==> config.mk <==
export PLATFORM = sky130hd
export DESIGN_NAME = req_queue
export DESIGN_NICKNAME = d
export VERILOG_FILES = /design/src/hdl/cdma_pkg.sv /design/src/hdl/req_queue.sv
export VERILOG_INCLUDE_DIRS = /design/src /design/src/include
export SDC_FILE = /design/constraint.sdc
export NUM_CORES = 1
export LEC_CHECK = 0
export BUFFER_PORTS_ARGS = -buffer_cell sky130_fd_sc_hd__buf_4
export CAP_MARGIN = 20
export CORE_ASPECT_RATIO = 1.1
export CORE_MARGIN = 4
export CORE_UTILIZATION = 40
export DETAILED_ROUTE_END_ITERATION = 12
export PLACE_DENSITY_LB_ADDON = 0.15
export SYNTH_ARGS = -nofsm -noshare
export SYNTH_HDL_FRONTEND = slang
export SYNTH_SLANG_ARGS = --single-unit
==> constraint.sdc <==
create_clock -name aclk -period 4.7 [get_ports aclk]
set_input_delay 0 -clock aclk [delete_from_list [all_inputs] [get_ports aclk]]
set_output_delay 0 -clock aclk [all_outputs]
set_load 0.02 [all_outputs]
==> src/include/cdma_params.svh <==
// Width, burst length, queue depth and memory depth macros
`ifndef CDMA_PARAMS_SVH
`define CDMA_PARAMS_SVH

// Stream and memory word width
`define CDMA_DATA_BITS 32

// Word address width
`define CDMA_ADDR_BITS 10

// Request length in words, 1 to 255
`define CDMA_LEN_BITS 8

// Most beats per arbitration grant
`define CDMA_BURST_LEN 8

// Entries in each request queue
`define CDMA_QDEPTH 4

// Memory depth in words
`define CDMA_MEM_WORDS 1024

`endif
==> src/hdl/cdma_pkg.sv <==
// Request, memory beat and stream structs, memory opcode and engine state enums
`include "cdma_params.svh"

package cdma_pkg;

  ////////////////////////////////////////////////////////////
  // Requests
  ////////////////////////////////////////////////////////////

  // DMA request, start word address and length in words
  typedef struct packed {
    logic [`CDMA_ADDR_BITS-1:0] addr;
    logic [`CDMA_LEN_BITS-1:0]  len;
  } dma_req_t;

  ////////////////////////////////////////////////////////////
  // Memory port
  ////////////////////////////////////////////////////////////

  typedef enum logic {
    MEM_RD,
    MEM_WR
  } mem_op_e;

  // One memory beat
  typedef struct packed {
    mem_op_e                    op;
    logic [`CDMA_ADDR_BITS-1:0] addr;
    logic [`CDMA_DATA_BITS-1:0] wdata;
  } mem_req_t;

  // One stream beat
  typedef struct packed {
    logic [`CDMA_DATA_BITS-1:0] tdata;
    logic                       tlast;
  } axis_t;

  // Engine FSM, ST_REQ waits for the grant
  typedef enum logic [1:0] {
    ST_IDLE,
    ST_REQ,
    ST_BURST
  } eng_state_e;

endpackage

==> src/hdl/req_queue.sv <==
// Request FIFO with valid/ready on both sides
`timescale 1ns/10ps
`include "cdma_params.svh"

module req_queue (
  input  logic               aclk,
  input  logic               rst_n,
  input  cdma_pkg::dma_req_t in_req,
  input  logic               in_valid,
  output logic               in_ready,
  output cdma_pkg::dma_req_t out_req,
  output logic               out_valid,
  input  logic               out_ready
);

  localparam int PW = $clog2(`CDMA_QDEPTH);
  localparam int CW = $clog2(`CDMA_QDEPTH + 1);

  cdma_pkg::dma_req_t entries [`CDMA_QDEPTH];
  logic [PW-1:0]      wr_ptr;
  logic [PW-1:0]      rd_ptr;
  logic [CW-1:0]      count;
  logic               push;
  logic               pop;

  // Ready drops only when full
  assign in_ready  = (count != CW'(`CDMA_QDEPTH));
  assign out_valid = (count != '0);
  assign out_req   = entries[rd_ptr];

  assign push = in_valid && in_ready;
  assign pop  = out_valid && out_ready;

  // Storage
  always_ff @(posedge aclk) begin
    if (push) begin
      entries[wr_ptr] <= in_req;
    end
  end

  // Pointers wrap, depth is a power of two
  always_ff @(posedge aclk) begin
    if (!rst_n) begin
      wr_ptr <= '0;
      rd_ptr <= '0;
      count  <= '0;
    end else begin
      if (push) begin
        wr_ptr <= wr_ptr + PW'(1);
      end
      if (pop) begin
        rd_ptr <= rd_ptr + PW'(1);
      end
      count <= count + CW'(push) - CW'(pop);
    end
  end

endmodule

==> results.cfg <==
[placed_design]
place_inst = 284
io_buffer_count = 41
finalWeightedCongestion = 0.743
hpwl_mm = 3.39
place_area_sq_um = 3510

[final_layout]
mostFrequentLayoutCells = edfxtp_1, buf_4, dlygate4sd3_1
fin_cells = 318
nets = 238
area_growth_pct = 24.6
drive_gt1_frac = 0.300
diodes = 0
fin_util = 0.516
final_area_sq_um = 3880
final_common_cell = edfxtp_1

[power]
power_leakage_uw = 0.00136
irDropWorstVdd_v = 0.000285
pwr_density_cell_nw_per_um2 = 500

[global_route]
antenna_found_initial = 0
track_usage = 0.118
grt_max_degree = 19
grt_pass1_wl_mm = 8.11
grt_pass1_vias = 1614
grt-ovfl-total = 0

[synthesis]
synth_fp_nets = 171
synth_area_sq_um = 3110
synth_top_cell_area_share = 0.695
avgSynthCellArea_sq_um = 21.9
ys_seq_elements = 81
ys_types = 21
yosysSeqAreaShare = 0.753
yosysWarnings = 0
synth_top_area_cell = edfxtp_1
synth.area.top_cells = edfxtp_1, mux4_2, mux4_1, dfxtp_1, ha_1
synth_cells = 142

[die]
die_x_um = 92.1
die_area_sq_um = 9260
rows = 33
initial_utilization = 0.414
fp.dieH_um = 101
ios = 42
coreArea_sq_um = 7510

[worst_setup_path]
path_class = flip-flop to flip-flop
r2r_start = count[1]
max_stage_delay_ns = 0.47
critPathCaptureType = flip-flop
rr_worst_depth = 11
path_buf_inv = 3
arrival_ns = 2.72
path_cells = nor2_1 > a21boi_2 > inv_1 > ha_1 > inv_1 > ha_1 > inv_1 > fa_1 > xnor2_1 > xnor2_1 > and2_1
cpMostUsedCell = inv_1
cp-startpoint = count[1]
start_kind = flip-flop
r2r-end = count[2]
crit_fanout = 7
cp_slowest_cell = dfxtp_1
r2r_slack_ns = 2.20
critical_path_required_ns = 4.92
crit_family = adder cells

[clock_tree]
clockBufferDepth = 2
cts.sinks = 81
clock_latency_ns = 0.32
ctsHoldBuffers = 19
ctsRootBufferMaster = clkbuf_8
cts-buffers-inserted = 9
h-tree-depth = 3
cts_tree = built
cts_resized = 0
cts_setup_buffers = 0
path_clk_slew_ns = 0.07

[sta]
worst_slew_pin_slew_ns = 0.994
grt_setup_unrepaired = false
setup_viol = 0
finClkSkew_ns = 0.00467
max_clock_freq_mhz = 400
setup-tns-final_ns = 0
finalMaxSlewViolations = 0
finalHoldViolCount = 0
finalCriticalPeriod_ns = 2.50
slew_headroom = 0.337
period_share = 0.533
whs_ns = 0.151

[routing]
num_vias = 1500
vias_per_cell = 4.72
post-route-drc-count = 0
drtIter0Drc = 87
first_pass_iters = 4
wl_per_cell_um = 16.0
postRouteAntennaNets = 0
routed_wl_mm = 5.09

[flow_run]
cap_violations = 0

[worst_hold_path]
hold_start = in_valid
holdCritPathClass = input pin to flip-flop
whs_endpoint = wr_ptr[0]
worstHoldPathCells = 3

[status]
run_status = completed
==> power breakdown <==
part | internal, uW | total, uW | leakage (uW) | switching [uW]
Clock | 234 | 448 | 0.0000890 | 214
Combinational | 277 | 556 | 0.000538 | 279
Sequential | 879 | 934 | 0.000734 | 55.2
Total | 1390 | 1940 | 0.00136 | 548
==> synth_stat cells (all sizes together) <==
cell type and n:
mux2i 2, and2 7, inv 5, a21boi 1
xnor2 4, nand2 5, o31a 1, o311ai 1
buf 4, dfxtp 9, edfxtp 72, nor2 1
or3 1, mux4 18, fa 1, ha 6
clkbuf 1, nor2b 3
==> stage by stage <==
stage | worst slack, ns | total power [uW]
after floorplan | 2.50 | 1310
after global placement | 2.44 | 1480
after detailed placement | 2.20 | 1510
after CTS | 2.19 | 1970
after global routing | 2.06 | 2050
final | 2.20 | 1940
==> state kept, by name, summed over array words and instances, names as in the netlist, named ones only <==
signal,count
wr_ptr,2
entries,72
rd_ptr,2
count,3
==> cells by family after synthesis <==
family | synth area share
buffers and inverters | 0.0205
flip-flops | 0.753
multiplexers | 0.146
XOR/XNOR | 0.0113
adder cells (fa/ha/maj) | 0.0306
AO/OA/AOI/OAI | 0.00925
AND/OR/NAND/NOR | 0.0294
==> how the worst max path moves through the flow <==
| stage | to | slack (ns) | depth (start not counted) |
|---|---|---|---|
| finish | count[2] | 2.20 | 11 |
| global route | count[2] | 2.06 | 11 |
| CTS | count[2] | 2.19 | 11 |
| detailed placement | count[2] | 2.20 | 11 |
| global placement | count[2] | 2.44 | 11 |
| floorplan | count[2] | 2.50 | 11 |
==> metal layers <==
layer | GRT usage | wire (um) | vias up
met2 | 0.212 | 2790 | 34
met3 | 0.0276 | 197 | 5
met1 | 0.131 | 2030 | 759
li1 | - | - | 702
met4 | 0.0583 | 69 | 0
met5 | 0 | 0 | -
==> worst register-to-register path, stage by stage, from the launching register on <==
cell and delay, ns:
dfxtp_1 0.47, nor2_1 0.12, a21boi_2 0.31, inv_1 0.09, ha_1 0.31, inv_1 0.06, ha_1 0.13, inv_1 0.05
fa_1 0.38, xnor2_1 0.15, xnor2_1 0.15, and2_1 0.18
==> area by class of cell <==
class	count	area [sq um]
clock inverters	6	50.0
flip-flops and latches	81	2340
clock buffers	9	124
inverters	5	18.8
repair buffers	61	505
well taps	105	131
multi-input cells	51	706
fillers	650	3640
Note: power is estimated with default switching activity, not from simulation.
