===== src/include/cdma_params.svh =====
// Width, burst length, queue depth and memory depth macros
`ifndef CDMA_PARAMS_SVH
`define CDMA_PARAMS_SVH

// Stream and memory word width
`define CDMA_DATA_BITS 32

// Word address width
`define CDMA_ADDR_BITS 10

// Request length in words, 1 to 255
`define CDMA_LEN_BITS 8

// Most beats per arbitration grant
`define CDMA_BURST_LEN 8

// Entries in each request queue
`define CDMA_QDEPTH 4

// Memory depth in words
`define CDMA_MEM_WORDS 1024

`endif

===== src/hdl/cdma_pkg.sv =====
// Request, memory beat and stream structs, memory opcode and engine state enums
`include "cdma_params.svh"

package cdma_pkg;

  ////////////////////////////////////////////////////////////
  // Requests
  ////////////////////////////////////////////////////////////

  // DMA request, start word address and length in words
  typedef struct packed {
    logic [`CDMA_ADDR_BITS-1:0] addr;
    logic [`CDMA_LEN_BITS-1:0]  len;
  } dma_req_t;

  ////////////////////////////////////////////////////////////
  // Memory port
  ////////////////////////////////////////////////////////////

  typedef enum logic {
    MEM_RD,
    MEM_WR
  } mem_op_e;

  // One memory beat
  typedef struct packed {
    mem_op_e                    op;
    logic [`CDMA_ADDR_BITS-1:0] addr;
    logic [`CDMA_DATA_BITS-1:0] wdata;
  } mem_req_t;

  // One stream beat
  typedef struct packed {
    logic [`CDMA_DATA_BITS-1:0] tdata;
    logic                       tlast;
  } axis_t;

  // Engine FSM, ST_REQ waits for the grant
  typedef enum logic [1:0] {
    ST_IDLE,
    ST_REQ,
    ST_BURST
  } eng_state_e;

endpackage


===== src/hdl/dma_wr_engine.sv =====
// Write DMA engine, burst splitting and stream to memory writes
`timescale 1ns/10ps
`include "cdma_params.svh"

module dma_wr_engine (
  input  logic               aclk,
  input  logic               rst_n,
  input  cdma_pkg::dma_req_t req,
  input  logic               req_valid,
  output logic               req_ready,
  output logic               bus_req,
  input  logic               gnt,
  output cdma_pkg::mem_req_t beat,
  output logic               beat_valid,
  input  cdma_pkg::axis_t    s_axis,
  input  logic               s_axis_valid,
  output logic               s_axis_ready,
  output logic               done
);

  localparam int BW = $clog2(`CDMA_BURST_LEN + 1);

  cdma_pkg::eng_state_e       state;
  logic [`CDMA_ADDR_BITS-1:0] cur_addr;
  logic [`CDMA_LEN_BITS-1:0]  words_left;
  logic [BW-1:0]              burst_left;
  logic                       last_beat;

  assign req_ready = (state == cdma_pkg::ST_IDLE);

  // Accept stream words only while owning the bus
  assign s_axis_ready = (state == cdma_pkg::ST_BURST) && gnt;
  assign beat_valid   = s_axis_ready && s_axis_valid;
  assign last_beat    = (burst_left == BW'(1));

  // Grant kept through input gaps
  assign bus_req = (state == cdma_pkg::ST_REQ) ||
                   ((state == cdma_pkg::ST_BURST) && !(beat_valid && last_beat));

  // Each stream word is one write beat
  // tlast ignored, request length ends the transfer
  assign beat.op    = cdma_pkg::MEM_WR;
  assign beat.addr  = cur_addr;
  assign beat.wdata = s_axis.tdata;

  ////////////////////////////////////////////////////////////
  // Burst FSM
  ////////////////////////////////////////////////////////////

  always_ff @(posedge aclk) begin
    if (!rst_n) begin
      state <= cdma_pkg::ST_IDLE;
      done  <= 1'b0;
    end else begin
      // Final word written at this edge
      done <= beat_valid && (words_left == `CDMA_LEN_BITS'(1));
      case (state)
        cdma_pkg::ST_IDLE: begin
          if (req_valid) begin
            cur_addr   <= req.addr;
            words_left <= req.len;
            state      <= cdma_pkg::ST_REQ;
          end
        end
        cdma_pkg::ST_REQ: begin
          if (gnt) begin
            burst_left <= (words_left > `CDMA_LEN_BITS'(`CDMA_BURST_LEN)) ?
                          BW'(`CDMA_BURST_LEN) : BW'(words_left);
            state      <= cdma_pkg::ST_BURST;
          end
        end
        cdma_pkg::ST_BURST: begin
          if (beat_valid) begin
            cur_addr   <= cur_addr + `CDMA_ADDR_BITS'(1);
            words_left <= words_left - `CDMA_LEN_BITS'(1);
            burst_left <= burst_left - BW'(1);
            // Next burst or done
            if (last_beat) begin
              state <= (words_left == `CDMA_LEN_BITS'(1)) ? cdma_pkg::ST_IDLE
                                                           : cdma_pkg::ST_REQ;
            end
          end
        end
        default: state <= cdma_pkg::ST_IDLE;
      endcase
    end
  end

endmodule


===== config.mk =====
export PLATFORM = sky130hd
export DESIGN_NAME = dma_wr_engine
export DESIGN_NICKNAME = d
export VERILOG_FILES = /design/src/hdl/cdma_pkg.sv /design/src/hdl/dma_wr_engine.sv
export VERILOG_INCLUDE_DIRS = /design/src /design/src/include
export SDC_FILE = /design/constraint.sdc
export NUM_CORES = 1
export LEC_CHECK = 0
export BUFFER_PORTS_ARGS = -buffer_cell sky130_fd_sc_hd__buf_2
export CORE_MARGIN = 2
export CORE_UTILIZATION = 47
export CTS_CLUSTER_DIAMETER = 150
export DETAILED_ROUTE_END_ITERATION = 10
export PLACE_DENSITY_LB_ADDON = 0.2
export SLEW_MARGIN = 20
export SYNTH_ARGS = -nofsm -noshare
export SYNTH_HDL_FRONTEND = slang
export SYNTH_SLANG_ARGS = --single-unit

===== constraint.sdc =====
create_clock -name aclk -period 3.8 [get_ports aclk]
set_input_delay 0.76 -clock aclk [delete_from_list [all_inputs] [get_ports aclk]]
set_output_delay 0.76 -clock aclk [all_outputs]
set_load 0.005 [all_outputs]

==> results.md <==
* Pre-CTS setup slack at around 1.5 ns
* Post-DP HPWL at approximately 2800 um
* Core Area at approximately 3400 um^2
* Synthesized area at around 1700 um^2
* Fill count at ~330
* Crit end category: primary output
* Switching Share at around a quarter
* Setup_tns at 0 ns
* Core Rows at 21
* Layout cells sized above 1 at a little under a quarter
* Worst-Margin Slew at 0.9994 ns
* LEAKAGE at 0.7031 nW
* Worst skew pair latency at 0.31 ns
* Post-route clock period utilization at 67.91%
* Max-capacitance violation count at 0
* Final setup vio count at 0
* Die Area at between 4000 and 5000 um^2
* Final hold violation count at 0
* Routed Antenna Nets at 0
* Vias in the first global route at around 1200
* Initial antenna violation count at 0
* Largest net degree at the start of global routing at 32
* CP Launch Type: flip-flop
* Total grt overflow at 0
* Synth cell count leaders: buf_4 (33), nand2_1 (25), edfxtp_1 (22)
* P_sw at approximately 0.14 mW
* Area Growth Syn to Fin at 1.017%
* # port buffers at 37
* Comb pwr share at about 15%
* Critical path arrival at approximately 1.8 ns
* Max Slew Vio Count at 0
* CTS buffer count at 3
* Worst hold slack at 0.5905 ns
* Post-synth top area share at approximately two fifths
* First-pass GRT wire length at around 6000 um
* Worst slew margin at about a third
* Syn nets at 250
* Die W at between 60 and 70 um
* Cell variety after synth at 37
* WL final at 3604 um
* Boundary Pins at ~100
* Worst Path Required at just over 3 ns
* Yosys Warn Count at 0
* Cell taking the most area after synthesis: edfxtp_1
* CTS resizes at 0
* Pwr Total at 0.5342 mW
* Ant. Diodes at 0
* DR pass1 iterations at 4
* Outcome: finished, final reports clean
* Vias at roughly 1300
* Final worst path period need at roughly 2.6 ns
* Async set-or-reset flop fraction in the synthesized netlist at 0%
* CTS H-Tree Depth at 1
* Routed wire per std cell at between 15 and 20 um
* Top-count cell post-synth: buf_4
* Pwr per Cell Area at just over 300 nW/um^2
* Clock Skews at ~0.0027 ns
* Clk sinks at 25
* Clock tree buffer depth at 2
* Root buffer cell: clkbuf_4
* Setup Buffers After CTS at 0
* Residual DRC at 0
* Register area share after synthesis at 41.83%
* Via density at about 5.5
* Synth Flop Type: edfxtp_1
* Hold Path Class: flip-flop to flip-flop
* Placer Congestion at approximately 0.81
* Number of hold buffers added after CTS at 0
* Final setup margin at around 1.2 ns
* Synth area leaders: edfxtp_1 (38%), buf_4 (14%), nand2_1 (5.4%)
* Peak supply drop at a little over 0.2 mV
* Mean Syn Cell Area at approximately 9 um^2
* Post-synth EDFFs at 22
* RSZ-0062 raised after global routing: false
* Clk pwr share at around 22%
* Iter 0 DRT Violations at about 140
* Initial Util at about 50%
* Sequential share of power at 62.3%
* CTS tree: yes
* Critical path class: flip-flop to primary output
* FF-to-FF setup slack at 1.85 ns
* FMAX at a little under 0.4 GHz
* Internal power at between 0.3 and 0.4 mW
* Gr usage total at 17.88%
* Final #Nets at between 200 and 300
* Clock-pin slew on the worst setup and hold paths at roughly 0.14 ns
* Final core utilization at between 50 and 60%
* Die span in y at 64.55 um
* Cells after Synth at around 190
* CP Max Fanout at 2
* Synth Register Bits at 25
-- critical path: stages (launching register included) --
cell and delay [ns]:
edfxtp_1 0.41, inv_1 0.09, ha_1 0.13, or3b_2 0.45, o21ai_0 0.22, nand2_1 0.08
buf_2 0.13
-- state kept, by name, indices dropped and copies added, names as in the netlist --
signal,cells
cur_addr,10
words_left,8
burst_left,4
state,2
done,1
-- cell type report --
| cell class | count | area, um^2 | share of cell area (%) |
|---|---|---|---|
| Sequential cell | 25 | 720.7 | 41.41 |
| Multi-Input combinational cell | 118 | 709.4 | 40.76 |
| Timing Repair Buffer | 39 | 200.2 | 11.50 |
| Tap cell | 46 | 57.56 | 3.307 |
| Clock buffer | 4 | 26.28 | 1.510 |
| Inverter | 7 | 26.28 | 1.510 |
-- metal layers --
layer	track usage, %	up-vias	wire [um]
li1	-	643	-
met1	20.58	590	1416
met2	30.34	61	1724
met3	3.819	30	304
met4	10.90	0	159
met5	0	-	0
-- metrics by stage --
stage	area, um^2	std cells
after floorplan	1723	188
after global placement	1714	235
after detailed placement	1714	235
after CTS	1740	239
after global routing	1740	239
final	1740	239
-- power by group through the flow --
stage	Sequential (mW)	Clock (mW)	Combinational, mW
after floorplan	0.336	0	0.0769
after global placement	0.338	0	0.0789
after detailed placement	0.339	0	0.0820
after CTS	0.333	0.124	0.0824
after global routing	0.336	0.132	0.0935
final	0.333	0.120	0.0817
-- cells in the final DEF, fill, tap and decap left out, drive strengths merged --
cell | netlist | layout
conb | 1 | 1
a21boi | 2 | 2
clkbuf | 5 | 4
and2b | 1 | 1
o22ai | 2 | 2
nand4 | 5 | 5
and4 | 1 | 1
nand3b | 2 | 2
and3 | 1 | 1
nor3 | 2 | 2
nand2b | 4 | 4
a211oi | 1 | 1
or3b | 1 | 1
ha | 6 | 6
o21a | 1 | 1
or4 | 2 | 2
inv | 7 | 7
xor2 | 2 | 2
dfxtp | 3 | 3
nand4b | 1 | 1
edfxtp | 22 | 22
nor2b | 1 | 1
xnor2 | 6 | 6
nor3b | 2 | 2
a31oi | 5 | 5
a21oi | 3 | 3
nor2 | 7 | 7
buf | 33 | 39
or3 | 5 | 5
and2 | 1 | 1
nand3 | 6 | 6
o21ai | 17 | 17
o211ai | 2 | 2
nand2 | 25 | 25
nor4 | 2 | 2
a211o | 1 | 1
-- logic make-up (layout without fill, tap and decap cells) --
logic type | after synthesis | in the layout | share of synthesized area, %
AOI/OAI and AO/OA | 34 | 34 | 11.47
xor gates and xnor gates | 8 | 8 | 4.067
adders and majority gates | 6 | 6 | 4.357
buffers and inverters | 45 | 50 | 16.99
DFF | 25 | 25 | 41.83
other | 1 | 1 | 0.2177
and+or+nand+nor | 69 | 69 | 21.06
-- worst paths after layout --
kind / cells past startpoint / to / start
worst max-delay path: 6 / bus_req / burst_left[1]
worst min-delay path: 2 / state[1] / state[0]
worst max register to register: 3 / cur_addr[9] / state[0]
worst min register to register: 2 / state[1] / state[0]
Power figures use the tool's default switching activity.
