--- config.mk ---
export PLATFORM = sky130hd
export DESIGN_NAME = dma_rd_engine
export DESIGN_NICKNAME = d
export VERILOG_FILES = /design/src/hdl/cdma_pkg.sv /design/src/hdl/dma_rd_engine.sv
export VERILOG_INCLUDE_DIRS = /design/src /design/src/include
export SDC_FILE = /design/constraint.sdc
export NUM_CORES = 1
export LEC_CHECK = 0
export ABC_CLOCK_PERIOD_IN_PS = 3900
export BUFFER_PORTS_ARGS = -buffer_cell sky130_fd_sc_hd__buf_2
export CORE_MARGIN = 2
export CORE_UTILIZATION = 45
export CTS_BUF_LIST = sky130_fd_sc_hd__clkbuf_4 sky130_fd_sc_hd__clkbuf_8 sky130_fd_sc_hd__clkbuf_16
export CTS_CLUSTER_DIAMETER = 80
export DETAILED_ROUTE_END_ITERATION = 12
export HOLD_SLACK_MARGIN = 0.06
export PLACE_DENSITY = 0.81
export SLEW_MARGIN = 5
export SYNTH_ARGS = -nofsm -noshare
export SYNTH_HDL_FRONTEND = slang
export SYNTH_SLANG_ARGS = --single-unit
--- constraint.sdc ---
create_clock -name aclk -period 3.9 [get_ports aclk]
set_input_delay 0.195 -clock aclk [delete_from_list [all_inputs] [get_ports aclk]]
set_output_delay 0.195 -clock aclk [all_outputs]
set_load 0.02 [all_outputs]
--- src/include/cdma_params.svh ---
// Width, burst length, queue depth and memory depth macros
`ifndef CDMA_PARAMS_SVH
`define CDMA_PARAMS_SVH

// Stream and memory word width
`define CDMA_DATA_BITS 32

// Word address width
`define CDMA_ADDR_BITS 10

// Request length in words, 1 to 255
`define CDMA_LEN_BITS 8

// Most beats per arbitration grant
`define CDMA_BURST_LEN 8

// Entries in each request queue
`define CDMA_QDEPTH 4

// Memory depth in words
`define CDMA_MEM_WORDS 1024

`endif
--- src/hdl/cdma_pkg.sv ---
// Request, memory beat and stream structs, memory opcode and engine state enums
`include "cdma_params.svh"

package cdma_pkg;

  ////////////////////////////////////////////////////////////
  // Requests
  ////////////////////////////////////////////////////////////

  // DMA request, start word address and length in words
  typedef struct packed {
    logic [`CDMA_ADDR_BITS-1:0] addr;
    logic [`CDMA_LEN_BITS-1:0]  len;
  } dma_req_t;

  ////////////////////////////////////////////////////////////
  // Memory port
  ////////////////////////////////////////////////////////////

  typedef enum logic {
    MEM_RD,
    MEM_WR
  } mem_op_e;

  // One memory beat
  typedef struct packed {
    mem_op_e                    op;
    logic [`CDMA_ADDR_BITS-1:0] addr;
    logic [`CDMA_DATA_BITS-1:0] wdata;
  } mem_req_t;

  // One stream beat
  typedef struct packed {
    logic [`CDMA_DATA_BITS-1:0] tdata;
    logic                       tlast;
  } axis_t;

  // Engine FSM, ST_REQ waits for the grant
  typedef enum logic [1:0] {
    ST_IDLE,
    ST_REQ,
    ST_BURST
  } eng_state_e;

endpackage

--- src/hdl/dma_rd_engine.sv ---
// Read DMA engine, burst splitting and two-entry output stream buffer
`timescale 1ns/10ps
`include "cdma_params.svh"

module dma_rd_engine (
  input  logic                       aclk,
  input  logic                       rst_n,
  input  cdma_pkg::dma_req_t         req,
  input  logic                       req_valid,
  output logic                       req_ready,
  output logic                       bus_req,
  input  logic                       gnt,
  output cdma_pkg::mem_req_t         beat,
  output logic                       beat_valid,
  input  logic [`CDMA_DATA_BITS-1:0] rdata,
  input  logic                       rdata_valid,
  output cdma_pkg::axis_t            m_axis,
  output logic                       m_axis_valid,
  input  logic                       m_axis_ready,
  output logic                       done
);

  localparam int BW = $clog2(`CDMA_BURST_LEN + 1);

  cdma_pkg::eng_state_e       state;
  logic [`CDMA_ADDR_BITS-1:0] cur_addr;
  logic [`CDMA_LEN_BITS-1:0]  words_left;
  logic [BW-1:0]              burst_left;
  logic                       last_in_flight;
  cdma_pkg::axis_t            obuf [2];
  logic                       obuf_wr;
  logic                       obuf_rd;
  logic [1:0]                 obuf_cnt;
  logic                       pop;
  logic                       room;
  logic                       last_beat;

  ////////////////////////////////////////////////////////////
  // Memory side
  ////////////////////////////////////////////////////////////

  assign req_ready = (state == cdma_pkg::ST_IDLE);
  assign pop       = m_axis_valid && m_axis_ready;

  // Free slot, word in flight counts as taken
  assign room = ({1'b0, obuf_cnt} + {2'b0, rdata_valid}) < ({2'b0, pop} + 3'd2);

  assign beat_valid = (state == cdma_pkg::ST_BURST) && gnt && room;
  assign last_beat  = (burst_left == BW'(1));

  // Bus released together with the last beat
  assign bus_req = (state == cdma_pkg::ST_REQ) ||
                   ((state == cdma_pkg::ST_BURST) && !(beat_valid && last_beat));

  assign beat.op    = cdma_pkg::MEM_RD;
  assign beat.addr  = cur_addr;
  assign beat.wdata = '0;

  always_ff @(posedge aclk) begin
    if (!rst_n) begin
      state          <= cdma_pkg::ST_IDLE;
      last_in_flight <= 1'b0;
    end else begin
      // Marks the word returning next cycle as final
      last_in_flight <= beat_valid && (words_left == `CDMA_LEN_BITS'(1));
      case (state)
        cdma_pkg::ST_IDLE: begin
          if (req_valid) begin
            cur_addr   <= req.addr;
            words_left <= req.len;
            state      <= cdma_pkg::ST_REQ;
          end
        end
        cdma_pkg::ST_REQ: begin
          // Burst is the rest of the request, capped
          if (gnt) begin
            burst_left <= (words_left > `CDMA_LEN_BITS'(`CDMA_BURST_LEN)) ?
                          BW'(`CDMA_BURST_LEN) : BW'(words_left);
            state      <= cdma_pkg::ST_BURST;
          end
        end
        cdma_pkg::ST_BURST: begin
          if (beat_valid) begin
            cur_addr   <= cur_addr + `CDMA_ADDR_BITS'(1);
            words_left <= words_left - `CDMA_LEN_BITS'(1);
            burst_left <= burst_left - BW'(1);
            if (last_beat) begin
              state <= (words_left == `CDMA_LEN_BITS'(1)) ? cdma_pkg::ST_IDLE
                                                           : cdma_pkg::ST_REQ;
            end
          end
        end
        default: state <= cdma_pkg::ST_IDLE;
      endcase
    end
  end

  ////////////////////////////////////////////////////////////
  // Stream side
  ////////////////////////////////////////////////////////////

  assign m_axis_valid = (obuf_cnt != 2'd0);
  assign m_axis       = obuf[obuf_rd];

  // Buffer payload
  always_ff @(posedge aclk) begin
    if (rdata_valid) begin
      obuf[obuf_wr].tdata <= rdata;
      obuf[obuf_wr].tlast <= last_in_flight;
    end
  end

  always_ff @(posedge aclk) begin
    if (!rst_n) begin
      obuf_wr  <= 1'b0;
      obuf_rd  <= 1'b0;
      obuf_cnt <= 2'd0;
      done     <= 1'b0;
    end else begin
      if (rdata_valid) begin
        obuf_wr <= ~obuf_wr;
      end
      if (pop) begin
        obuf_rd <= ~obuf_rd;
      end
      obuf_cnt <= obuf_cnt + {1'b0, rdata_valid} - {1'b0, pop};
      // Pulse after final word leaves
      done     <= pop && m_axis.tlast;
    end
  end

endmodule

==> reports/qor.csv <==
stage,metric,value,unit
sta,timing.final.max_slew_violations,0,
drt,drc,0,
cts,cts_buffers,9,
pwr,power_density,471,mW/mm^2
sta,worst_pin_slew,0.947,ns
setup_path,crit_path_max_fanout,19,
floorplanning,die_area,0.0105,mm^2
synthesis,syn_inst,312,
synthesis,yosysTopAreaCell,edfxtp_1,
cells_and_area,final_util,0.581,
synthesis,yosys.cell_types.count,41,
cts,clkTransAtPathRegs,0.10,ns
setup_path,crit_path_start_kind,flop,
cts,cts_max_path_buffers,2,
synthesis,postSynthAreaPerCell,13.9,um^2
cells_and_area,regArea,0.00282,mm^2
sta,min_period,2.35,ns
cells_and_area,areaGrowthSynthToFinish,24.5,%
placed_design,port_buffers,103,
cts,cts.sinks,97,
cts,cts_tree,yes,
min_path,hold_path_class,in -> reg,
floorplanning,ios,137,
synthesis,synth_area,0.00435,mm^2
drt,wirelength,8.26,mm
drt,post_drt_wl_per_cell,14.1,um
setup_path,max_stage_delay,0.88,ns
grt,grt_first_pass_wirelength,12.6,mm
grt,gr-total-overflow,0,
run,cap_violations,0,
sta,rsz0062_at_grt,no,
floorplanning,dieHeight,102,um
setup_path,critPathKind,reg -> out,
cts,root_buffer,clkbuf_8,
synthesis,ys_ff_latch,97,
placed_design,finalWeightedCongestion,0.784,
setup_path,required,3.70,ns
cells_and_area,nets,518,
floorplanning,rows,35,
cells_and_area,fin_area,0.00542,mm^2
drt,firstDrtPassIters,4,
grt,grt_max_degree,35,
synthesis,synth_top_area_share,0.607,
cts,cts_resized,0,
grt,grt_pass1_vias,2708,
floorplanning,die_width,102,um
cells_and_area,antenna_cells,0,
floorplanning,core,0.00933,mm^2
drt,drt_iter0_markers,101,
floorplanning,initial_utilization,0.467,
setup_path,crit_path_cell_trace,"buf_4, mux2_2, buf_2",
sta,timing_hold_violations_final,0,
cells_and_area,n_fill_cell,755,
synthesis,synthTopCellsByArea,"edfxtp_1 (61%), mux2_2 (8.5%), buf_4 (5.7%), dfxtp_1 (4.1%), ha_1 (2.9%)",
placed_design,hpwl,5.37,mm
cells_and_area,multi_input_area,0.00133,mm^2
synthesis,ys.warnings.count,0,
outcome,status,completed,
drt,avgViaCountPerCell,4.72,
sta,period_share,0.603,
pwr,ir_drop,0.000192,V
cts,clk_latency,0.35,ns
drt,ant_nets,0,
placed_design,dpl_cell_area,0.00490,mm^2
sta,setup_viol,0,
synthesis,yosysSeqAreaShare,0.649,
setup_path,critPathCaptureType,output pin,
cells_and_area,layout-drive-gt1-share,0.354,
sta,finalSetupTns,0,ns
grt,antenna_found_initial,0,
sta,max_freq,425,MHz
cts,h-tree-depth,3,
setup_path,cp.arrival,2.16,ns
sta,max_slew_margin,0.367,
drt,vias,2767,
sta,finClkSkew,0.0124,ns
pwr,leakagePower,2.17,nW
setup_path,crit_path_top_delay_cell,dfxtp_1,
grt,track_usage,0.155,
per-layer routing:
layer	wire [um]	track usage	vias to the layer above
li1	-	-	1341
met1	3530	0.194	1308
met2	4080	0.268	108
met3	565	0.0390	10
met4	83	0.0421	0
met5	0	0	-
registers in the layout (all words and copies together) (netlist names), named ones only:
| name | cells |
|---|---|
| burst_left | 4 |
| done | 1 |
| state | 2 |
| cur_addr | 10 |
| obuf_wr | 1 |
| last_in_flight | 1 |
| obuf_rd | 1 |
| obuf | 66 |
| obuf_cnt | 2 |
| words_left | 8 |
worst paths after layout:
kind | cells past startpoint | startpoint | slack [ns] | end
worst max register to register | 5 | obuf_cnt[0]$_SDFF_PN0_ | 1.91 | burst_left[2]$_DFFE_PP_
worst min-delay path | 3 | req[9] | 0.11 | cur_addr[1]$_DFFE_PP_
worst max-delay path | 3 | flop | 1.55 | m_axis[15]
worst min register to register | 0 | last_in_flight$_SDFF_PN0_ | 0.45 | obuf[1][0]$_DFFE_PP_
power breakdown:
group	switching, mW	total [mW]	internal [mW]	leakage, nW
clock	0.382	0.634	0.252	0.0970
combinational	0.352	0.633	0.281	1.18
sequential	0.0667	1.28	1.22	0.897
total	0.801	2.55	1.75	2.17
kinds of logic after synthesis:
logic type / count (synthesis) / share of synthesized area
adders and majority gates: 10 / 0.0288
muxes: 33 / 0.0854
and+or+nand+nor: 67 / 0.0802
buffers and inverters: 54 / 0.0759
DFF: 97 / 0.649
AOI/OAI and AO/OA: 33 / 0.0460
other: 1 / 0.000862
xor gates and xnor gates: 17 / 0.0342
repair_timing:
item | 4_1_cts | 5_1_grt
hold buffers | 32 | 0
buffers inserted | 0 | 0
hold endpoints to repair | 64 | 0
area by class of cell:
cell class | instances | area share
Timing Repair Buffer | 139 | 0.160
Clock buffer | 9 | 0.0229
Clock inverter | 7 | 0.0134
Multi-Input combinational cell | 193 | 0.245
Inverter | 12 | 0.00831
Sequential cell | 97 | 0.521
Tap cell | 129 | 0.0298
placed cells by master, fill, tap and decap left out, drive strengths merged, types with 2 or more instances in the layout:
master	instances
a21oi	7
a31oi	3
or4	2
nor3	2
mux2	33
o21ai	13
dfxtp	9
nand2	21
and2	6
clkbuf	9
xor2	3
nor4	4
or2	2
nor2	15
o31ai	2
o21a	2
inv	16
xnor2	14
clkinv	2
and3	2
buf	107
dlygate4sd3	32
nand4	2
ha	10
edfxtp	88
a21boi	2
nor2b	3
conb	33
nand3	4
synth_stat cells (all sizes together):
cell,instances
a21boi,2
a21oi,7
a22o,1
a31oi,3
and2,6
and3,2
buf,37
clkbuf,5
conb,1
dfxtp,9
edfxtp,88
ha,10
inv,12
mux2,33
nand2,21
nand2b,1
nand3,4
nand3b,1
nand4,2
nand4b,1
nor2,15
nor2b,3
nor3,2
nor4,4
nor4b,1
o2111ai,1
o21a,2
o21ai,13
o22ai,1
o2bb2ai,1
o31ai,2
or2,2
or4,2
xnor2,14
xor2,3
through the flow:
stage / cells / hold slack [ns] / setup WS, ns / power [mW]
after floorplan: 344 / 0.294 / 1.09 / 1.75
final: 586 / 0.114 / 1.55 / 2.55
after global routing: 586 / 0.102 / 1.40 / 2.68
after global placement: 538 / 0.383 / 1.94 / 1.90
after CTS: 586 / 0.0959 / 1.51 / 2.57
after detailed placement: 538 / 0.388 / 1.91 / 1.92
critical path: cells and delay by family, from the launching register on:
kind | cells | cell delay [ns]
DFF | 1 | 0.88
buffers and inverters | 2 | 0.54
muxes | 1 | 0.38
Power figures use the tool's default switching activity.
