--- src/include/cdma_params.svh ---
// Width, burst length, queue depth and memory depth macros
`ifndef CDMA_PARAMS_SVH
`define CDMA_PARAMS_SVH

// Stream and memory word width
`define CDMA_DATA_BITS 32

// Word address width
`define CDMA_ADDR_BITS 10

// Request length in words, 1 to 255
`define CDMA_LEN_BITS 8

// Most beats per arbitration grant
`define CDMA_BURST_LEN 8

// Entries in each request queue
`define CDMA_QDEPTH 4

// Memory depth in words
`define CDMA_MEM_WORDS 1024

`endif
--- src/hdl/cdma_pkg.sv ---
// Request, memory beat and stream structs, memory opcode and engine state enums
`include "cdma_params.svh"

package cdma_pkg;

  ////////////////////////////////////////////////////////////
  // Requests
  ////////////////////////////////////////////////////////////

  // DMA request, start word address and length in words
  typedef struct packed {
    logic [`CDMA_ADDR_BITS-1:0] addr;
    logic [`CDMA_LEN_BITS-1:0]  len;
  } dma_req_t;

  ////////////////////////////////////////////////////////////
  // Memory port
  ////////////////////////////////////////////////////////////

  typedef enum logic {
    MEM_RD,
    MEM_WR
  } mem_op_e;

  // One memory beat
  typedef struct packed {
    mem_op_e                    op;
    logic [`CDMA_ADDR_BITS-1:0] addr;
    logic [`CDMA_DATA_BITS-1:0] wdata;
  } mem_req_t;

  // One stream beat
  typedef struct packed {
    logic [`CDMA_DATA_BITS-1:0] tdata;
    logic                       tlast;
  } axis_t;

  // Engine FSM, ST_REQ waits for the grant
  typedef enum logic [1:0] {
    ST_IDLE,
    ST_REQ,
    ST_BURST
  } eng_state_e;

endpackage

--- src/hdl/mem_arbiter.sv ---
// Round-robin arbiter for the shared memory port with read data return
`timescale 1ns/10ps
`include "cdma_params.svh"

module mem_arbiter (
  input  logic                       aclk,
  input  logic                       rst_n,
  input  logic                       rd_bus_req,
  input  cdma_pkg::mem_req_t         rd_beat,
  input  logic                       rd_beat_valid,
  output logic                       rd_gnt,
  input  logic                       wr_bus_req,
  input  cdma_pkg::mem_req_t         wr_beat,
  input  logic                       wr_beat_valid,
  output logic                       wr_gnt,
  output cdma_pkg::mem_req_t         mem_beat,
  output logic                       mem_en,
  input  logic [`CDMA_DATA_BITS-1:0] mem_rdata,
  output logic [`CDMA_DATA_BITS-1:0] rd_rdata,
  output logic                       rd_rdata_valid
);

  // Set when the write engine won last
  logic last_wr;

  ////////////////////////////////////////////////////////////
  // Grant, held for a whole burst
  ////////////////////////////////////////////////////////////

  always_ff @(posedge aclk) begin
    if (!rst_n) begin
      rd_gnt  <= 1'b0;
      wr_gnt  <= 1'b0;
      last_wr <= 1'b0;
    end else if (rd_gnt) begin
      rd_gnt <= rd_bus_req;
    end else if (wr_gnt) begin
      wr_gnt <= wr_bus_req;
    end else if (rd_bus_req && (!wr_bus_req || last_wr)) begin
      // Idle cycle between grants lands here
      rd_gnt  <= 1'b1;
      last_wr <= 1'b0;
    end else if (wr_bus_req) begin
      wr_gnt  <= 1'b1;
      last_wr <= 1'b1;
    end
  end

  // Beat mux onto memory
  assign mem_beat = rd_gnt ? rd_beat : wr_beat;
  assign mem_en   = (rd_gnt && rd_beat_valid) || (wr_gnt && wr_beat_valid);

  // Read data one cycle behind its beat
  assign rd_rdata = mem_rdata;

  always_ff @(posedge aclk) begin
    if (!rst_n) begin
      rd_rdata_valid <= 1'b0;
    end else begin
      rd_rdata_valid <= rd_gnt && rd_beat_valid && (rd_beat.op == cdma_pkg::MEM_RD);
    end
  end

endmodule

--- config.mk ---
export PLATFORM = sky130hd
export DESIGN_NAME = mem_arbiter
export DESIGN_NICKNAME = d
export VERILOG_FILES = /design/src/hdl/cdma_pkg.sv /design/src/hdl/mem_arbiter.sv
export VERILOG_INCLUDE_DIRS = /design/src /design/src/include
export SDC_FILE = /design/constraint.sdc
export NUM_CORES = 1
export LEC_CHECK = 0
export BUFFER_PORTS_ARGS = -buffer_cell sky130_fd_sc_hd__buf_4
export CORE_AREA = 5 5 75 77
export DETAILED_ROUTE_END_ITERATION = 10
export DIE_AREA = 0 0 80 82
export PLACE_DENSITY = 0.8
export SKIP_CTS_REPAIR_TIMING = 1
export SLEW_MARGIN = 20
export SYNTH_ARGS = -nofsm -noshare
export SYNTH_HDL_FRONTEND = slang
export SYNTH_SLANG_ARGS = --single-unit
--- constraint.sdc ---
create_clock -name aclk -period 1.6 [get_ports aclk]
set_input_delay 0.08 -clock aclk [delete_from_list [all_inputs] [get_ports aclk]]
set_output_delay 0.08 -clock aclk [all_outputs]
set_load 0.01 [all_outputs]
==> results of run 1 <==
## critical path, stage by stage (launching register included)
cell	delay [ns]
dfxtp_2	0.34
buf_4	0.30
mux2_2	0.37
buf_4	0.14
## state kept, by name, summed over array words and instances (netlist names)
| name | count |
|---|---|
| wr_gnt | 1 |
| rd_gnt | 1 |
| rd_rdata_valid | 1 |
| last_wr | 1 |
## final timing paths
| path | to | slack, ns | cells past startpoint | from |
|---|---|---|---|---|
| worst max-delay path | mem_beat[42] | 0.14 | 3 | rd_gnt |
| worst min-delay path | rd_rdata_valid | 0.04 | 2 | rd_beat[42] |
| worst max register to register | wr_gnt | 0.51 | 3 | rd_gnt |
| worst min register to register | last_wr | 0.51 | 1 | last_wr |
## cells in the mapped netlist
master / instances / area [um^2]
a311oi_1: 1 / 8.760
o211a_1: 1 / 10.01
nor2_2: 1 / 6.260
mux2_2: 26 / 292.8
dfxtp_1: 4 / 80.08
buf_2: 2 / 10.01
nand2_1: 3 / 11.26
buf_6: 3 / 33.78
inv_1: 2 / 7.510
nor3_1: 1 / 5.000
mux2_4: 17 / 255.2
buf_4: 32 / 240.2
a21oi_1: 3 / 15.01
o221a_2: 1 / 11.26
## layout make-up
type | count | share of cell area, %
clock buffer | 3 | 2.177
inverter | 2 | 0.3958
multi-input combinational | 54 | 32.45
sequential | 4 | 4.288
tap | 70 | 4.617
timing repair buffer | 140 | 56.07
## metrics by stage
| stage | instances | hold WS, ns | total power (uW) | util (%) | area, um^2 |
|---|---|---|---|---|---|
| finish | 273 | 0.03932 | 881.3 | 38.36 | 1897 |
| global route | 273 | 0.03609 | 945.2 | 38.36 | 1897 |
| CTS | 273 | 0.03429 | 901.6 | 38.36 | 1897 |
| detailed placement | 270 | 0.1601 | 675.7 | 37.53 | 1856 |
| global placement | 270 | 0.1601 | 663.3 | 37.53 | 1856 |
| floorplan | 97 | 0.1580 | 429.2 | - | 987.2 |
## routing by layer
metal	vias to the layer above	routed length [um]	track usage, %
li1	524	-	-
met5	-	0	0
met3	16	689	5.702
met4	0	91	4.899
met1	497	1028	7.832
met2	93	1940	18.46
## cell families (layout without fill, tap and decap cells)
kind of cell | count (synthesis) | after routing | synth area share, %
mux | 43 | 43 | 55.51
buf+inv | 39 | 145 | 29.53
compound gates | 6 | 6 | 4.562
simple gates | 5 | 5 | 2.281
flops | 4 | 4 | 8.112
## power groups by stage
stage               Clock [uW]  Combinational [uW]  Sequential [uW]
CTS                        226                 560              116
detailed placement           0                 559              117
global route               237                 591              117
floorplan                    0                 312              117
finish                     215                 551              116
global placement             0                 546              117
==> flow_summary.ini, run 1 <==
[final_layout]
multi_input_area_um2 = 615.6
regArea_um2 = 81.33
insertedDiodeCount = 0
drive_gt1_share_pct = 93.10
final_cell_mix = buf_4 (139), mux2_2 (26), mux2_4 (17)
syn_to_final_growth_pct = 92.14
nNetsFinal = 329
final_common_cell = buf_4
fillers = 507

[drt]
drt-total-wl_um = 3749
dr.pass1.iters = 2
drcViolationCount = 0
drt_iter0_drc = 3
ant_nets = 0
vias_per_cell = 4.139
wire_per_inst_um = 13.73
num_vias = 1130

[worst_setup_path]
cp-end-kind = output pin
crit_type = flop to output pin
cp_data_required_time_ns = 1.52
worstPathArrival_ns = 1.38
worstPathMaxFanout = 20
start_kind = flop

[floorplan]
num_rows = 26
core_area_um2 = 4945
die_h_um = 82
start_util_pct = 19.96
die_x_um = 80
io_pins = 203
die_area_um2 = 6560

[grt]
grt_max_degree = 30
gr-usage-all-layers_pct = 9.710
grt_overflow = 0
grt_pass1_vias = 1192
grt_pass1_wl_um = 5037
antenna_found_initial = 0

[logic_synthesis]
avgSynthCellArea_um2 = 10.18
ys_seq_area_share_pct = 8.112
ys_ff_latch = 4
syn_nets = 221
ys_warn_count = 0
ys_types = 14
synthCells = 97
syn_area_um2 = 987.2

[placement]
dp_hpwl_um = 3304
dp_slack_ns = 0.3594
gp_congestion = 0.6031
io_buffer_count = 138

[clock_network]
cts_tree = built
cts-buffers-inserted = 3
cts_sinks = 4
cts_buffer_depth = 2
h-tree-depth = 1
cts_root_buf = clkbuf_8
clkLatencyLatePin_ns = 0.22
clk_pin_slew_ns = 0.03

[sta]
slew_violations = 0
period_minus_slack_ns = 1.457
rsz0062_at_grt = false
tightestPinTransition_ns = 0.2896
hold_viol = 0
clock_skew_ns = 0.001484
max_freq_ghz = 0.6864
setup_viol = 0
fin_crit_sh_pct = 91.05
max_slew_margin_pct = 80.69
layout_setup_ws_ns = 0.1431
tns_ns = 0

[power_and_ir_drop]
p_sw_share_pct = 27.42
p_seq_share_pct = 13.1
p_leak_uw = 0.0009894
p_int_uw = 639.7
ir_drop_mv = 0.3444
powerDensity_nw_per_um2 = 464.6
p_comb_share_pct = 62.5
clockPowerShare_pct = 24.4
p_sw_uw = 241.7

[run]
maxCapViolations = 0

[hold_path]
hold_path.class = input pin to flop

[status]
status = completed
Power figures use the tool's default switching activity.
==> run 2, diff against run 1 <==
- CTS_CLUSTER_SIZE: default -> 8
- REMOVE_ABC_BUFFERS: default -> 1
==> flow_summary.ini, run 2 (synthesized netlist as in run 1, its figures left out) <==
[drt]
wire_per_inst_um = 16.80
num_vias = 1140
drcViolationCount = 0
vias_per_cell = 4.191
drt-total-wl_um = 4569
drt_iter0_drc = 16
dr.pass1.iters = 4
ant_nets = 0

[clock_network]
cts_buffer_depth = 2
cts_tree = built
cts_root_buf = clkbuf_8
clk_pin_slew_ns = 0.03
h-tree-depth = 1
cts_sinks = 4
cts-buffers-inserted = 3
clkLatencyLatePin_ns = 0.21

[worst_setup_path]
cp-startpoint = rd_gnt
cp-end-kind = output pin
r2r_cells = 4
r2r-start = rd_gnt
cp_top_family = buffers and inverters
crit_type = flop to output pin
worstPathArrival_ns = 1.36
cp_data_required_time_ns = 1.52
start_kind = flop
worst_path_max_delay_cell = mux2_2
r2r-end = last_wr
worstPathMaxFanout = 49
crit_end = mem_beat[42]
crit_buf_inv = 2
max_stage_delay_ns = 0.38
cp.depth = 3
worst-r2r-setup-slack_ns = 0.52
cp_cell_sequence = buf_12 -> mux2_2 -> buf_4

[floorplan]
num_rows = 26
die_x_um = 80
start_util_pct = 19.96
io_pins = 203
die_h_um = 82
core_area_um2 = 4945
die_area_um2 = 6560

[final_layout]
syn_to_final_growth_pct = 91.38
regArea_um2 = 81.33
finalNonFillerCells = 272
nNetsFinal = 328
finalInstanceArea_um2 = 1889
drive_gt1_share_pct = 93.07
final_cell_mix = buf_4 (138), mux2_2 (26), mux2_4 (17)
fillers = 511
multi_input_area_um2 = 615.6
insertedDiodeCount = 0
final_common_cell = buf_4

[sta]
rsz0062_at_grt = false
clock_skew_ns = 0.002932
max_freq_ghz = 0.6951
max_slew_margin_pct = 79.93
setup_viol = 0
period_minus_slack_ns = 1.439
tightestPinTransition_ns = 0.3011
fin_crit_sh_pct = 89.92
slew_violations = 0
hold_viol = 0

[power_and_ir_drop]
powerDensity_nw_per_um2 = 463.7
ir_drop_mv = 0.2172
p_leak_uw = 0.0009841

[hold_path]
hold_path.class = input pin to flop
hold_depth = 2

[run]
maxCapViolations = 0

[grt]
grt_overflow = 0
grt_pass1_vias = 1192
grt_max_degree = 50
antenna_found_initial = 0
grt_pass1_wl_um = 6065
gr-usage-all-layers_pct = 12.31

[placement]
gp_congestion = 0.6663
place_area_um2 = 1848
io_buffer_count = 138
dp_hpwl_um = 4016
dp.cells = 269

[status]
status = completed
==> run 2: cell types whose count changed in the layout (fill, tap and decap cells not counted) <==
| cell | delta |
|---|---|
| buf_4 | -1 |
==> run 2: cell type report <==
class,instances,share of cell area (%)
Timing Repair Buffer,139,55.89
Multi-Input combinational cell,54,32.58
Tap cell,70,4.636
Sequential cell,4,4.305
Clock buffer,3,2.185
Inverter,2,0.3974
==> run 2: how the worst min path moves through the flow <==
stage / startpoint / endpoint
6_report: rd_beat[42] / rd_rdata_valid
3_3_place_gp: mem_rdata[10] / rd_rdata[10]
5_1_grt: rd_beat[42] / rd_rdata_valid
4_1_cts: rd_beat[42] / rd_rdata_valid
3_5_place_dp: mem_rdata[10] / rd_rdata[10]
2_1_floorplan: rd_beat[42] / rd_rdata_valid
==> run 2: routing by layer <==
layer  global-route usage (%)  vias to the layer above  part of all wire (%)
met5                    5.833                        -                   1.0
met4                    2.027                        2                  0.39
met3                    11.29                        4                    20
met2                    16.47                      119                    43
met1                    14.10                      498                    36
li1                         -                      517                     -
==> run 2: where the power goes <==
part	switching (uW)	leakage [uW]	total (uW)	internal, uW
registers	6.83	0.0000333	115	108
logic	181	0.000929	551	370
clock network	50.2	0.0000216	210	160
==> run 2: worst reg2reg max path, delay by kind of cell, from the launching register on <==
kind	cells	cell delay, ns
flops	1	0.31
simple gates	1	0.19
buf+inv	1	0.18
compound gates	2	0.31
==> run 2: through the flow <==
stage | setup TNS, ns | hold WS [ns] | util, % | power (uW) | setup WS [ns]
CTS | 0 | 0.03526 | 38.21 | 888.8 | 0.1497
floorplan | -23.16 | 0.1585 | - | 340.1 | -0.5274
detailed placement | 0 | 0.1601 | 37.37 | 674.2 | 0.3762
global placement | 0 | 0.1601 | 37.37 | 662.1 | 0.3952
finish | 0 | 0.03521 | 38.21 | 876.2 | 0.1614
global route | 0 | 0.04466 | 38.21 | 925.7 | 0.1213
